[config.mk]
export PLATFORM = sky130hd
export DESIGN_NAME = controlSequencer_flat
export DESIGN_NICKNAME = d
export VERILOG_FILES = /design/src/hw/isaPkg.sv /design/src/hw/memBusPkg.sv /design/src/hw/memPortIf.sv /design/src/hw/controlSequencer.sv /design/src/flat_wrapper.sv
export SDC_FILE = /design/constraint.sdc
export NUM_CORES = 1
export LEC_CHECK = 0
export ABC_AREA = 1
export ABC_CLOCK_PERIOD_IN_PS = 2850
export BUFFER_PORTS_ARGS = -buffer_cell sky130_fd_sc_hd__buf_2
export CAP_MARGIN = 10
export CORE_AREA = 2 2 125 127
export CTS_CLUSTER_SIZE = 20
export DETAILED_ROUTE_END_ITERATION = 6
export DIE_AREA = 0 0 127 129
export GPL_TIMING_DRIVEN = 0
export PLACE_DENSITY_LB_ADDON = 0.25
export SETUP_SLACK_MARGIN = 0.1
export SYNTH_ARGS = -nofsm -noshare
export SYNTH_HDL_FRONTEND = slang
export SYNTH_SLANG_ARGS = --single-unit
[constraint.sdc]
create_clock -name Clock -period 2.85 [get_ports Clock]
set_input_delay 0.285 -clock Clock [delete_from_list [all_inputs] [get_ports Clock]]
set_output_delay 0.285 -clock Clock [all_outputs]
set_load 0.005 [all_outputs]
[src/hw/isaPkg.sv]
`default_nettype none

package isaPkg;

    // Datapath sizes
    localparam int dataWidth = 32;
    localparam int regCount = 16;
    localparam int regIdxWidth = $clog2(regCount);

    typedef logic [regIdxWidth-1:0] regIdxT;

    // Code 0 and every code not listed here decode as halt
    typedef enum logic [4:0] {
        opLd   = 5'h01,
        opSt   = 5'h02,
        opAdd  = 5'h03,
        opSub  = 5'h04,
        opAnd  = 5'h05,
        opOr   = 5'h06,
        opAddi = 5'h07,
        opAndi = 5'h08,
        opOri  = 5'h09,
        opOut  = 5'h0a,
        opHalt = 5'h1f
    } opcodeT;

    // Instruction word fields
    localparam int opcodeMsb = 31;
    localparam int opcodeLsb = 27;
    localparam int raMsb = 26;
    localparam int raLsb = 23;
    localparam int rbMsb = 22;
    localparam int rbLsb = 19;
    localparam int rcMsb = 18;
    localparam int rcLsb = 15;
    localparam int immMsb = 18;
    localparam int immLsb = 0;
    localparam int immWidth = immMsb - immLsb + 1;

endpackage

`default_nettype wire

[src/hw/memBusPkg.sv]
`default_nettype none

package memBusPkg;

    // Word addressed, so one address per 32-bit word
    localparam int addrWidth = 8;
    localparam int memDepth = 1 << addrWidth;

    typedef logic [addrWidth-1:0] addrT;

    // Requesters that share the memory
    typedef enum logic {
        clientLoader = 1'b0,
        clientCore   = 1'b1
    } clientT;

endpackage

`default_nettype wire

[src/hw/memPortIf.sv]
`default_nettype none

interface memPortIf;
    import isaPkg::*;
    import memBusPkg::*;

    logic                 valid;
    logic                 ready;
    logic                 write;
    addrT                 addr;
    logic [dataWidth-1:0] wdata;
    logic [dataWidth-1:0] rdata;
    // One-cycle read response
    logic                 rvalid;

    modport requester (
        output valid, write, addr, wdata,
        input  ready, rdata, rvalid
    );

    modport responder (
        input  valid, write, addr, wdata,
        output ready, rdata, rvalid
    );

endinterface

`default_nettype wire

[src/hw/controlSequencer.sv]
`default_nettype none

module controlSequencer (
    input  logic                         Clock,
    input  logic                         rst,
    input  logic                         start,
    memPortIf.requester                  memPort,
    output isaPkg::regIdxT               readIdxA,
    output isaPkg::regIdxT               readIdxB,
    input  logic [isaPkg::dataWidth-1:0] readDataA,
    input  logic [isaPkg::dataWidth-1:0] readDataB,
    output logic                         writeEn,
    output isaPkg::regIdxT               writeIdx,
    output logic [isaPkg::dataWidth-1:0] writeData,
    output isaPkg::opcodeT               aluOp,
    output logic [isaPkg::dataWidth-1:0] aluA,
    output logic [isaPkg::dataWidth-1:0] aluB,
    input  logic [isaPkg::dataWidth-1:0] aluResult,
    output logic                         outValid,
    input  logic                         outReady,
    output logic [isaPkg::dataWidth-1:0] outData,
    output logic                         halted
);
    import isaPkg::*;
    import memBusPkg::*;

    typedef enum logic [3:0] {
        sIdle, sFetch, sFetchWait, sExec, sMemReq, sMemWait, sWrite, sOut, sHalt
    } stateT;

    stateT                state;
    addrT                 pc;
    logic [dataWidth-1:0] ir;
    // Y holds the ra value for stores and out, Z the ALU result
    logic [dataWidth-1:0] y;
    logic [dataWidth-1:0] z;
    opcodeT               op;
    regIdxT               ra;
    regIdxT               rb;
    regIdxT               rc;
    logic [dataWidth-1:0] immExt;
    logic                 regRegOp;
    logic                 memXfer;

    // Instruction decode
    assign op = opcodeT'(ir[opcodeMsb:opcodeLsb]);
    assign ra = ir[raMsb:raLsb];
    assign rb = ir[rbMsb:rbLsb];
    assign rc = ir[rcMsb:rcLsb];
    assign immExt = {{(dataWidth - immWidth){ir[immMsb]}}, ir[immMsb:immLsb]};
    assign regRegOp = op inside {opAdd, opSub, opAnd, opOr};

    // Port B reads ra when it is a source, otherwise rc
    assign readIdxA = rb;
    assign readIdxB = (op == opSt || op == opOut) ? ra : rc;

    assign aluOp = op;
    assign aluA = readDataA;
    assign aluB = regRegOp ? readDataB : immExt;

    // Memory requests for fetch and for load/store
    assign memPort.valid = (state == sFetch) || (state == sMemReq);
    assign memPort.write = (state == sMemReq) && (op == opSt);
    assign memPort.addr = (state == sFetch) ? pc : z[addrWidth-1:0];
    assign memPort.wdata = y;
    assign memXfer = memPort.valid && memPort.ready;

    // Writeback from the ALU or from load data
    assign writeEn = (state == sWrite) || ((state == sMemWait) && memPort.rvalid);
    assign writeIdx = ra;
    assign writeData = (state == sMemWait) ? memPort.rdata : z;

    assign outValid = (state == sOut);
    assign outData = y;
    assign halted = (state == sIdle) || (state == sHalt);

    always_ff @(posedge Clock) begin
        if (rst) begin
            state <= sIdle;
            pc    <= '0;
        end else begin
            case (state)
                sIdle, sHalt: begin
                    if (start) begin
                        pc    <= '0;
                        state <= sFetch;
                    end
                end
                sFetch: begin
                    // Waits here while the loader holds memory
                    if (memXfer) begin
                        pc    <= pc + addrT'(1);
                        state <= sFetchWait;
                    end
                end
                sFetchWait: begin
                    if (memPort.rvalid) begin
                        state <= sExec;
                    end
                end
                sExec: begin
                    case (op)
                        opLd, opSt: state <= sMemReq;
                        opAdd, opSub, opAnd, opOr: state <= sWrite;
                        opAddi, opAndi, opOri: state <= sWrite;
                        opOut: state <= sOut;
                        default: state <= sHalt;
                    endcase
                end
                sMemReq: begin
                    if (memXfer) begin
                        state <= (op == opSt) ? sFetch : sMemWait;
                    end
                end
                sMemWait: begin
                    if (memPort.rvalid) begin
                        state <= sFetch;
                    end
                end
                sWrite: begin
                    state <= sFetch;
                end
                sOut: begin
                    // Back-pressure stalls here with outData held in Y
                    if (outReady) begin
                        state <= sFetch;
                    end
                end
                default: begin
                    state <= sIdle;
                end
            endcase
        end
    end

    always_ff @(posedge Clock) begin
        if ((state == sFetchWait) && memPort.rvalid) begin
            ir <= memPort.rdata;
        end
        if (state == sExec) begin
            y <= readDataB;
            z <= aluResult;
        end
    end

endmodule

`default_nettype wire

[src/flat_wrapper.sv]
// flat-port wrapper written by rule: the top's interface ports become plain ports
module controlSequencer_flat import isaPkg::*; import memBusPkg::*;
  (Clock, rst, start, readIdxA, readIdxB, readDataA, readDataB, writeEn, writeIdx, writeData, aluOp, aluA, aluB, aluResult, outValid, outReady, outData, halted, memPort_valid, memPort_write, memPort_addr, memPort_wdata, memPort_ready, memPort_rdata, memPort_rvalid);
  memPortIf memPort_i ();
  input  logic Clock;
  input  logic rst;
  input  logic start;
  output isaPkg::regIdxT readIdxA;
  output isaPkg::regIdxT readIdxB;
  input  logic [isaPkg::dataWidth-1:0] readDataA;
  input  logic [isaPkg::dataWidth-1:0] readDataB;
  output logic writeEn;
  output isaPkg::regIdxT writeIdx;
  output logic [isaPkg::dataWidth-1:0] writeData;
  output isaPkg::opcodeT aluOp;
  output logic [isaPkg::dataWidth-1:0] aluA;
  output logic [isaPkg::dataWidth-1:0] aluB;
  input  logic [isaPkg::dataWidth-1:0] aluResult;
  output logic outValid;
  input  logic outReady;
  output logic [isaPkg::dataWidth-1:0] outData;
  output logic halted;
  output wire logic [$bits(memPort_i.valid)-1:0] memPort_valid;
  output wire logic [$bits(memPort_i.write)-1:0] memPort_write;
  output wire logic [$bits(memPort_i.addr)-1:0] memPort_addr;
  output wire logic [$bits(memPort_i.wdata)-1:0] memPort_wdata;
  input wire logic [$bits(memPort_i.ready)-1:0] memPort_ready;
  input wire logic [$bits(memPort_i.rdata)-1:0] memPort_rdata;
  input wire logic [$bits(memPort_i.rvalid)-1:0] memPort_rvalid;
  assign memPort_valid = memPort_i.valid;
  assign memPort_write = memPort_i.write;
  assign memPort_addr = memPort_i.addr;
  assign memPort_wdata = memPort_i.wdata;
  assign memPort_i.ready = memPort_ready;
  assign memPort_i.rdata = memPort_rdata;
  assign memPort_i.rvalid = memPort_rvalid;
  controlSequencer u_core (.Clock(Clock), .rst(rst), .start(start), .memPort(memPort_i), .readIdxA(readIdxA), .readIdxB(readIdxB), .readDataA(readDataA), .readDataB(readDataB), .writeEn(writeEn), .writeIdx(writeIdx), .writeData(writeData), .aluOp(aluOp), .aluA(aluA), .aluB(aluB), .aluResult(aluResult), .outValid(outValid), .outReady(outReady), .outData(outData), .halted(halted));
endmodule
* Word-level counts from Yosys, hierarchy flattened *
Memory sizes are Yosys's and may differ from the RTL's. A register that Yosys moved wholly into a read port is not among the register bits.
Index checks and enable logic that the tools add are counted.

storage, ports and cells
  register bits after elaboration = 108
  memory bits (read-only) = 64
  input port bits = 134
  output and inout port bits = 190
  word-level logic and storage cells = 58
  memories kept = 1

memory list
  name             depth  width  read ports  clocked after memory_dff  wr ports  line                     source
  (no name shown)  16     4      1           1                         0         controlSequencer.sv:102  case (op)

cells by class
  $add $sub $neg = 1
  equality and inequality tests = 20
  multiplexer cells = 17
  reductions and logical operators = 14

operator list
  kind                 number
  $mux 32              2
  $mux 4               9
  $pmux 4 s8           1
  $mux 8               3
  $eq 4x3->1 const B   4
  $pmux 8 s2           1
  $eq 5x3->1 const B   3
  $eq 5x2->1 const B   2
  $add 8x1->8 const B  1
  $eq 4x2->1 const B   2
  $ne 2x1->1 const B   3
  $ne 2x2->1 const B   3
  $reduce_and 6->1     1
  $eq 5x4->1 const B   1
  $eq 4x1->1 const B   1
  $eq 4x4->1 const B   1
  $logic_and 1x1->1    4
  $logic_not 4->1      1
  $logic_or 1x1->1     4
  $reduce_bool 4->1    1
  $mux 3               1
  $reduce_and 3->1     1
  $reduce_bool 2->1    1
  $reduce_or 2->1      1

* Depth between registers and ports, before layout *
Gate-level depths: netlist of run 1.

  depth in word-level cells = 5
  gate-level depth with buffers = 10
  mapped depth without buffers = 10

* Least setup slack after synthesis of run 1 *
Ideal clock, no wire load.

  path kind = register to register
  start point = reg u_core.state[3]
  end point = reg u_core.y[0] (netlist: u_core.memPort.wdata[0]) (enable)
  setup time = 418 ps
  data arrival time = 1933 ps
  required time = 2432 ps
  setup slack = 499 ps
  cell stages (with the launch flop) = 4
  buffers on the path = 0
  period minus slack after synthesis = 2351 ps
  path through = dfxtp_1 -> nor2_2 -> nand2_1 -> inv_1

on the way
  longest elaborated chain between the ends = 1

ends and longest elaborated chain
  element                   line                     source
  start: declaration        controlSequencer.sv:31   stateT state;
  start signal: assignment  controlSequencer.sv:79   state <= sIdle;
  start signal: assignment  controlSequencer.sv:86   state <= sFetch;
  start signal: assignment  controlSequencer.sv:93   state <= sFetchWait;
  $eq 4x2->1                controlSequencer.sv:140  if (state == sExec) begin
  end signal: assignment    controlSequencer.sv:141  y <= readDataB;
  end: declaration          controlSequencer.sv:35   logic [dataWidth-1:0] y;

Every way passes these cells.
A chain may end at the register's enable or synchronous reset.

* Final worst setup path of run 1 *
  start point = reg u_core.ir[29]
  end point = out aluB[16] (netlist name)

on the way
  longest elaborated chain between the ends = 3
  elaborated cells on any way between the ends = 6
  classes of those cells = eq/ne: 4; mux: 1; reduce/logical: 1

ends and longest elaborated chain
  element                                          line                     source
  start: declaration                               controlSequencer.sv:33   logic [dataWidth-1:0] ir;
  start signal: assignment                         controlSequencer.sv:138  ir <= memPort.rdata;
  $eq 5x2->1 / $eq 5x3->1 (equally long branches)  controlSequencer.sv:51   assign regRegOp = op inside {opAdd, opSub, opAnd, opOr};
  $reduce_bool 4->1 (*)                            controlSequencer.sv:51
  $mux 32 (*)                                      controlSequencer.sv:59   assign aluB = regRegOp ? readDataB : immExt;
  end: declaration                                 flat_wrapper.sv:17       output logic [isaPkg::dataWidth-1:0] aluB;

Mark *: on every way between the ends. The rest lies on a longest branch, timed or not.

==> impl_metrics.json, run 1 <==
{
  "yosysWarnings": 0,
  "reg2reg_setup_slack_ns": 0.60,
  "std_cell_rows": 45,
  "max_stage_delay_ns": 0.43,
  "p_comb_share_pct": 30.7,
  "postSynthAreaPerCell_um2": 10.8,
  "clk_pin_slew_ns": 0.08,
  "slew_violations": 0,
  "dp_worst_setup_slack_ns": 0.526,
  "ir_drop_mv": 0.486,
  "routed_wirelength_um": 15000,
  "grt_pass1_vias": 4196,
  "ys_ff_latch": 112,
  "r2r_cells": 9,
  "die-area_um2": 16400,
  "fin_ws_ns": 0.553,
  "ant_nets": 0,
  "finish.utilization_pct": 49.6,
  "start_util_pct": 36.3,
  "path_max_fanout": 10,
  "endpoint_kind": "primary output",
  "tightest_slew_ns": 1.03,
  "syn-instance-count": 505,
  "cap_violations": 0,
  "synthesis.area_um2": 5440,
  "p_int_mw": 3.35,
  "setup.worst_path.class": "reg2out",
  "final_layout_size_suffix_gt1_share_pct": 54.9,
  "min-delay-start": "aluResult[13]",
  "fin_crit_sh_pct": 80.6,
  "switching_share_pct": 31.5,
  "areaGrowthSynthToFinish_pct": 36.7,
  "cp-start-kind": "flop",
  "drcViolationCount": 0,
  "synth_cell_types": 25,
  "grt_max_degree": 65,
  "cp_slowest_cell": "edfxtp_1",
  "ios": 324,
  "hold_viol": 0,
  "grt_usage_pct": 17.7,
  "die_h_um": 129,
  "nNetsFinal": 943,
  "coreArea_um2": 15000,
  "clock_path_buffers": 2,
  "cts.sinks": 112,
  "crit_top_cell": "o21ai_0",
  "vias": 4420,
  "synth_nets": 640,
  "status": "complete, no violations",
  "arrival_ns": 2.01,
  "ctsHtreeMaxLevel": 3,
  "hold_buffers": 0,
  "insertion_delay_ns": 0.36,
  "die_width_um": 127,
  "fin_setup_tns_ns": 0,
  "vias_per_cell": 4.42,
  "antenna_found_initial": 2,
  "whs_path_depth": 1,
  "rsz0062_at_grt": "false",
  "setup_violations": 0,
  "max_freq_ghz": 0.435,
  "grt_pass1_wl_um": 22000,
  "first_iter_violations": 140,
  "seqPwrFrac_pct": 43.5,
  "cts_tree": "built",
  "power_density_nw_per_um2": 658,
  "place_congestion": 0.822,
  "leakage_nw": 3.60,
  "dpl-instance-area_um2": 7130,
  "fin_total_pwr_mw": 4.89,
  "ys_seq_area_share_pct": 58.9,
  "hold-path-endpoint": "u_core.z[13]",
  "maxSlewHeadroom_pct": 31.0,
  "wl_per_cell_um": 15.0,
  "cts_buffers": 9,
  "worstPathCellList": "inv_1, o21ai_0, nand4_1, buf_4, clkbuf_1, nand2_1, o21ai_0, buf_2",
  "dr.pass1.iters": 4,
  "p_sw_mw": 1.54,
  "period_minus_slack_ns": 2.30,
  "overflow": 0,
  "diodes": 0,
  "dp_hpwl_um": 12000,
  "required_ns": 2.57,
  "finalInstanceArea_um2": 7430,
  "cts-root-buf": "clkbuf_16",
  "skew_ns": 0.0120,
  "hold_class": "in2reg",
  "port-buffer-count": 291,
  "reg2reg_from": "u_core.state[1]",
  "power_frac_clock_pct": 25.8
}
[cells by family (layout without fill, tap and decap cells)]
kind of cell               after synthesis  in the layout  share of synthesized area (%)
and+or+nand+nor                        149            149                           12.0
muxes                                   37             37                           7.66
AOI/OAI and AO/OA                       54             54                           5.13
adders and majority gates                1              1                          0.230
buffers and inverters                  152            460                           16.0
DFF                                    112            112                           58.9
[layout by cell type (no fill, tap or decap), types with 9 or more instances in the layout]
cell       synthesis  routed
inv_1             60      59
edfxtp_1          96      96
dfxtp_1           16      16
o21ai_0           44      44
buf_4             77      78
nand3_1           19      19
buf_2              4     295
nor2_1            29      29
nand2_1           85      84
clkbuf_16          0       9
mux2_2            37      37
[cells in the mapped netlist, drive strengths merged]
master	instances	area (um2)
ha	1	12.5
nand3	22	125
o22ai	1	6.26
buf	82	609
a21oi	8	43.8
nand3b	1	7.51
nand4	2	12.5
mux2	37	417
nand2	90	350
o21ai	45	229
nor2	33	149
nor3	1	10.0
edfxtp	96	2880
inv	64	240
dfxtp	16	320
clkbuf	6	22.5
[critical path: cells and delay by family (launching register included)]
kind,cells,cell delay [ns]
buf+inv,4,0.81
simple gates,2,0.19
compound gates,2,0.21
flops,1,0.43
[area by class of cell]
type / count / area [um2]
Tap cell: 188 / 235
Multi-Input combinational cell: 241 / 1370
Inverter: 64 / 243
Sequential cell: 112 / 3200
Clock buffer: 10 / 229
Buffer: 88 / 632
Clock inverter: 6 / 60.1
Fill cell: 1421 / 7550
Timing Repair Buffer: 292 / 1460
[state kept, by name, summed over array words and instances, names as in the netlist, named ones only]
name,flops
u_core.memPort.wdata,32
u_core.state,4
u_core.pc,8
u_core.ir,32
u_core.z,32
[how the worst max path moves through the flow]
stage | startpoint | endpoint | slack [ns] | cells past startpoint
2_1_floorplan | u_core.state[3] | u_core.memPort.wdata[0] | 0.50 | 3
3_5_place_dp | u_core.state[1] | flop | 0.53 | 9
4_1_cts | u_core.ir[28] | aluB[24] | 0.24 | 7
5_1_grt | u_core.state[1] | flop | 0.30 | 9
6_report | u_core.ir[29] | aluB[16] | 0.55 | 8
3_3_place_gp | u_core.state[3] | u_core.memPort.wdata[0] | -0.34 | 3
[power groups by stage]
stage | Sequential (mW) | Clock, mW | Combinational [mW]
2_1_floorplan | 2.14 | 0 | 0.923
6_report | 2.13 | 1.26 | 1.50
3_5_place_dp | 2.16 | 0 | 1.52
4_1_cts | 2.13 | 1.30 | 1.52
5_1_grt | 2.15 | 1.35 | 1.68
3_3_place_gp | 2.17 | 0 | 1.51
[metrics by stage]
step,instances,hold WS [ns]
2_1_floorplan,505,0.384
3_3_place_gp,984,0.458
3_5_place_dp,984,0.462
4_1_cts,1000,0.0862
5_1_grt,1001,0.0858
6_report,1001,0.0968
[what timing repair did]
| item | CTS | global route |
|---|---|---|
| buffers inserted | 0 | 1 |
| setup endpoints to repair | 0 | 10 |
| resized for setup | 0 | 1 |
[routing by layer]
metal	GRT usage [%]	up-vias	part of all wire [%]
met5	0	-	0.14
met4	6.72	4	1.9
met3	3.83	22	5.9
met2	33.5	174	54
met1	19.4	2011	39
li1	-	2209	-
No activity file was read; power rests on OpenSTA's default activity.
==> inputs of run 2 (changes only) <==
ABC_CLOCK_PERIOD_IN_PS = 2100   (was 2850)
CORE_AREA = 2 2 127 129   (was 2 2 125 127)
DIE_AREA = 0 0 129 131   (was 0 0 127 129)
clock period = 2.1 ns   (was 2.85 ns; I/O delays follow)
==> run 2 against run 1 <==
Via count is 1.3% higher; sequential power is 36% higher; register-to-register slack worse by 0.36 ns; utilization is 0.34 points higher; cell count is 4.1% higher; critical endpoint is now aluB[24]; highest routed layer unchanged.
==> impl_metrics.json, run 2 (synthesized netlist as in run 1, its figures left out) <==
{
  "grt_max_degree": 25,
  "status": "complete, no violations",
  "nNetsFinal": 955,
  "hold_viol": 0,
  "setup.worst_path.class": "reg2out",
  "required_ns": 1.89,
  "crit_path_end": "aluB[24]",
  "cp-start-kind": "flop",
  "overflow": 0,
  "power_density_nw_per_um2": 915,
  "slew_violations": 0,
  "ant_nets": 0,
  "hold_class": "in2reg",
  "die_width_um": 129,
  "routed_wirelength_um": 15800,
  "first_iter_violations": 215,
  "leakage_nw": 3.74,
  "die-area_um2": 16900,
  "port-buffer-count": 291,
  "max_freq_ghz": 0.521,
  "vias": 4476,
  "antenna_found_initial": 2,
  "tightest_slew_ns": 0.607,
  "fin_crit_sh_pct": 91.5,
  "start_util_pct": 34.9,
  "period_minus_slack_ns": 1.92,
  "setup_violations": 0,
  "rsz0062_at_grt": "true",
  "hold_buffers": 0,
  "ios": 324,
  "dr.pass1.iters": 4,
  "min-delay-start": "aluResult[29]",
  "vias_per_cell": 4.30,
  "grt_pass1_wl_um": 22300,
  "arrival_ns": 1.71,
  "maxSlewHeadroom_pct": 59.4,
  "cp_slowest_cell": "edfxtp_1",
  "drcViolationCount": 0,
  "rr_endpoint": "u_core.memPort.wdata[23]",
  "crit_path_start": "u_core.ir[28]",
  "std_cell_rows": 46,
  "endpoint_kind": "primary output",
  "place_congestion": 0.854,
  "skew_ns": 0.00975,
  "max_stage_delay_ns": 0.44,
  "path_max_fanout": 10,
  "cap_violations": 0,
  "clk_pin_slew_ns": 0.08,
  "cts_buffers": 9,
  "ir_drop_mv": 0.548,
  "finish.utilization_pct": 50.0,
  "cts.sinks": 112,
  "cts-root-buf": "clkbuf_16",
  "reg2reg_setup_slack_ns": 0.24,
  "worstPathCellList": "buf_4, nand3_1, nand4_1, buf_6, buf_6, o21ai_0, buf_2",
  "whs_ns": 0.0187,
  "ctsHtreeMaxLevel": 3,
  "crit_top_cell": "buf_6",
  "coreArea_um2": 15600,
  "dp_hpwl_um": 12300,
  "r2r_cells": 4,
  "cts_tree": "built",
  "insertion_delay_ns": 0.36,
  "final_common_cell": "buf_2",
  "grt_pass1_vias": 4108,
  "dpl-instance-area_um2": 7220,
  "layout_common_cells": "buf_2, edfxtp_1, buf_4, nand2_1, inv_1",
  "die_h_um": 131,
  "reg2reg_from": "u_core.state[3]",
  "wl_per_cell_um": 15.1,
  "grt_usage_pct": 17.8,
  "clock_path_buffers": 2,
  "final_layout_size_suffix_gt1_share_pct": 58.4,
  "areaGrowthSynthToFinish_pct": 43.3,
  "finalInstanceArea_um2": 7790
}
run 2: cell count changes in the layout (fill, tap and decap cells not counted), moves of 3 or more:
cell | before | now
nand2_2 | 6 | 3
buf_6 | 1 | 10
o21ai_0 | 44 | 18
clkbuf_1 | 7 | 0
o21ai_2 | 1 | 9
inv_1 | 59 | 56
o21ai_1 | 0 | 18
inv_2 | 4 | 7
buf_2 | 295 | 291
inv_8 | 0 | 3
buf_4 | 78 | 86
dfxtp_1 | 16 | 13
dfxtp_2 | 0 | 3
run 2: critical path: cells and delay by family (launching register included):
kind                   cells  cell delay (ns)
AOI/OAI and AO/OA          1             0.14
DFF                        1             0.44
and+or+nand+nor            2             0.15
buffers and inverters      4             0.62
run 2: how the worst min path moves through the flow:
| stage | end | cells past startpoint |
|---|---|---|
| 2_1_floorplan | u_core.ir[0] | 0 |
| 3_3_place_gp | u_core.z[28] | 1 |
| 3_5_place_dp | u_core.z[29] | 1 |
| 4_1_cts | u_core.z[28] | 1 |
| 5_1_grt | u_core.z[30] | 1 |
| 6_report | u_core.z[29] | 1 |
run 2: repair_timing:
item,4_1_cts,5_1_grt
pin swaps,3,2
endpoints found under the setup margin,95,65
endpoints found under the hold margin,0,0
resized for setup,25,60
setup buffers,6,3
gates cloned,1,1
run 2: area by class of cell:
type,count,area [um2]
inverters,64,244
diodes,1,2.50
well taps,216,270
fillers,1476,7800
flip-flops and latches,112,3210
clock inverters,7,110
repair buffers,303,1590
plain buffers,88,696
clock buffers,9,225
multi-input cells,242,1450
run 2: stage by stage:
step | worst slack (ns) | cells | power [mW] | setup TNS [ns]
after floorplan | 0.139 | 505 | 4.16 | 0
after global placement | -0.547 | 1012 | 4.99 | -35.38
after global routing | 0.0563 | 1042 | 7.53 | 0
final | 0.179 | 1042 | 7.13 | 0
after detailed placement | -0.221 | 1014 | 5.05 | -0.748
after CTS | 0.0992 | 1037 | 7.12 | 0
run 2: report_power, final:
part           switching (mW)  internal (mW)  total (mW)  leakage, nW
sequential              0.148           2.74        2.89         1.00
clock                   0.881           1.08        1.96        0.162
combinational            1.26           1.02        2.28         2.58
run 2: metal layers:
layer / global-route usage [%] / vias up / share of wire [%] / wire length, um
li1: - / 2242 / - / -
met1: 21.2 / 2020 / 40 / 6320
met2: 31.9 / 189 / 53 / 8280
met3: 2.81 / 23 / 5.2 / 824
met4: 7.74 / 2 / 2.0 / 321
met5: 0 / - / 0.082 / 13
==> inputs of run 3 (changes only) <==
ABC_CLOCK_PERIOD_IN_PS = 1800   (was 2100)
CORE_AREA = 2 2 125 127   (was 2 2 127 129)
DIE_AREA = 0 0 127 129   (was 0 0 129 131)
clock period = 1.8 ns   (was 2.1 ns; I/O delays follow)
==> run 3 against run 2 <==
The run now ends with setup timing left; die area fell by 3.1%; design area rose by 16%; non-clock buffer count rose by 88; flip-flop and latch count did not move; combinational power rose by 67%; via count rose by 9.8%; critical path depth rose by 1; sequential share of layout area fell by 5.5 points; largest cell class is now buffers.
==> impl_metrics.json, run 3 (synthesized netlist as in run 1, its figures left out) <==
{
  "final_common_cell": "buf_2",
  "skew_ns": 0.00598,
  "crit_top_cell": "o21ai_1",
  "rsz0062_at_grt": "true",
  "clk_pin_slew_ns": 0.08,
  "dpl-instance-area_um2": 7180,
  "clock_path_buffers": 2,
  "hold_class": "in2reg",
  "die_h_um": 129,
  "antenna_found_initial": 0,
  "period_minus_slack_ns": 1.89,
  "routed_wirelength_um": 17500,
  "fin_ws_ns": -0.0874,
  "insertion_delay_ns": 0.35,
  "die_width_um": 127,
  "grt_pass1_wl_um": 24400,
  "cp_slowest_cell": "edfxtp_1",
  "cap_violations": 0,
  "first_iter_violations": 176,
  "leakage_nw": 4.28,
  "nNetsFinal": 1045,
  "endpoint_kind": "primary output",
  "ios": 324,
  "cts.sinks": 112,
  "max_stage_delay_ns": 0.44,
  "place_congestion": 0.842,
  "tightest_slew_ns": 0.459,
  "drcViolationCount": 0,
  "wl_per_cell_um": 15.9,
  "required_ns": 1.62,
  "hold_viol": 0,
  "diodes": 0,
  "vias_per_cell": 4.46,
  "status": "finished, violations left",
  "path_max_fanout": 9,
  "ctsHtreeMaxLevel": 3,
  "die-area_um2": 16400,
  "setup_violations": 66,
  "nFillCells": 1263,
  "cts-root-buf": "clkbuf_16",
  "coreArea_um2": 15000,
  "slew_violations": 0,
  "grt_max_degree": 28,
  "start_util_pct": 36.3,
  "cts_buffers": 9,
  "ant_nets": 0,
  "power_density_nw_per_um2": 1020,
  "dr.pass1.iters": 4,
  "cts_tree": "built",
  "vias": 4915,
  "fin_crit_sh_pct": 105,
  "std_cell_rows": 45,
  "worstPathCellList": "inv_2, o21ai_1, nand4_1, buf_6, clkbuf_8, nand2_1, o21ai_1, buf_2",
  "overflow": 0,
  "finalInstanceArea_um2": 9030,
  "setup.worst_path.class": "reg2out",
  "port-buffer-count": 291,
  "layout_common_cells": "buf_2, buf_4, edfxtp_1, nand2_1, inv_1",
  "maxSlewHeadroom_pct": 69.3,
  "grt_usage_pct": 19.6,
  "areaGrowthSynthToFinish_pct": 66.1,
  "violations": "setup timing",
  "fin_setup_tns_ns": -3.72,
  "final_layout_size_suffix_gt1_share_pct": 61.5,
  "arrival_ns": 1.71,
  "ir_drop_mv": 0.811,
  "dp_hpwl_um": 11700,
  "cp-start-kind": "flop",
  "grt_pass1_vias": 4732,
  "max_freq_ghz": 0.530
}
[run 3: path summary, 6_finish.rpt]
kind / from / to / slack, ns / cells after the start
hold reg to reg: u_core.pc[7] / u_core.pc[7] / 0.48 / 2
setup / recovery: u_core.ir[29] / aluB[7] / -0.09 / 8
setup reg to reg: u_core.state[0] / u_core.pc[0] / 0.14 / 11
hold / removal: memPort_rdata[4] / u_core.ir[4] / 0.02 / 1
[run 3: critical path: cells and delay by family, from the launching register on]
family	cells	cell delay, ns
flip-flops	1	0.44
AND/OR/NAND/NOR	2	0.17
buffers and inverters	4	0.61
AO/OA/AOI/OAI	2	0.13
[run 3: cell type report]
cell class	instances	area [um2]	share of cell area, %
plain buffers	88	785	8.69
clock buffers	10	229	2.54
clock inverters	6	58.8	0.651
inverters	64	249	2.76
multi-input cells	243	1680	18.6
flip-flops and latches	112	3220	35.6
well taps	188	235	2.60
repair buffers	391	2570	28.5
repair inverters	1	7.51	0.0831
[run 3: power by group]
part / total (mW) / internal [mW] / switching (mW)
Combinational: 3.80 / 1.90 / 1.90
Clock: 2.01 / 1.08 / 0.930
Sequential: 3.40 / 3.22 / 0.182
Total: 9.21 / 6.20 / 3.01
[run 3: layer usage]
| metal | part of all wire [%] | GRT usage, % |
|---|---|---|
| met1 | 36 | 20.5 |
| met4 | 1.4 | 7.89 |
| met2 | 56 | 38.0 |
| met5 | 0 | 0 |
| met3 | 6.2 | 4.49 |
[run 3: repair_timing]
action / CTS / global route
endpoints found under the hold margin: 51 / 0
setup buffers: 22 / 18
setup endpoints to repair: 177 / 120
hold buffers: 51 / 0
gates cloned: 8 / 4
pin swaps: 5 / 10
resized for setup: 135 / 49
[run 3: per-stage QoR]
step | total power [mW] | worst slack, ns | instances | util, % | hold slack (ns)
floorplan | 4.91 | -0.0375 | 505 | - | 0.279
global placement | 5.86 | -0.682 | 984 | 47.8 | 0.356
detailed placement | 5.91 | -0.456 | 985 | 47.9 | 0.358
CTS | 8.68 | -0.103 | 1082 | 57.7 | 0.000571
global route | 9.67 | -0.225 | 1103 | 60.3 | 0.00187
finish | 9.21 | -0.0874 | 1103 | 60.3 | 0.0196
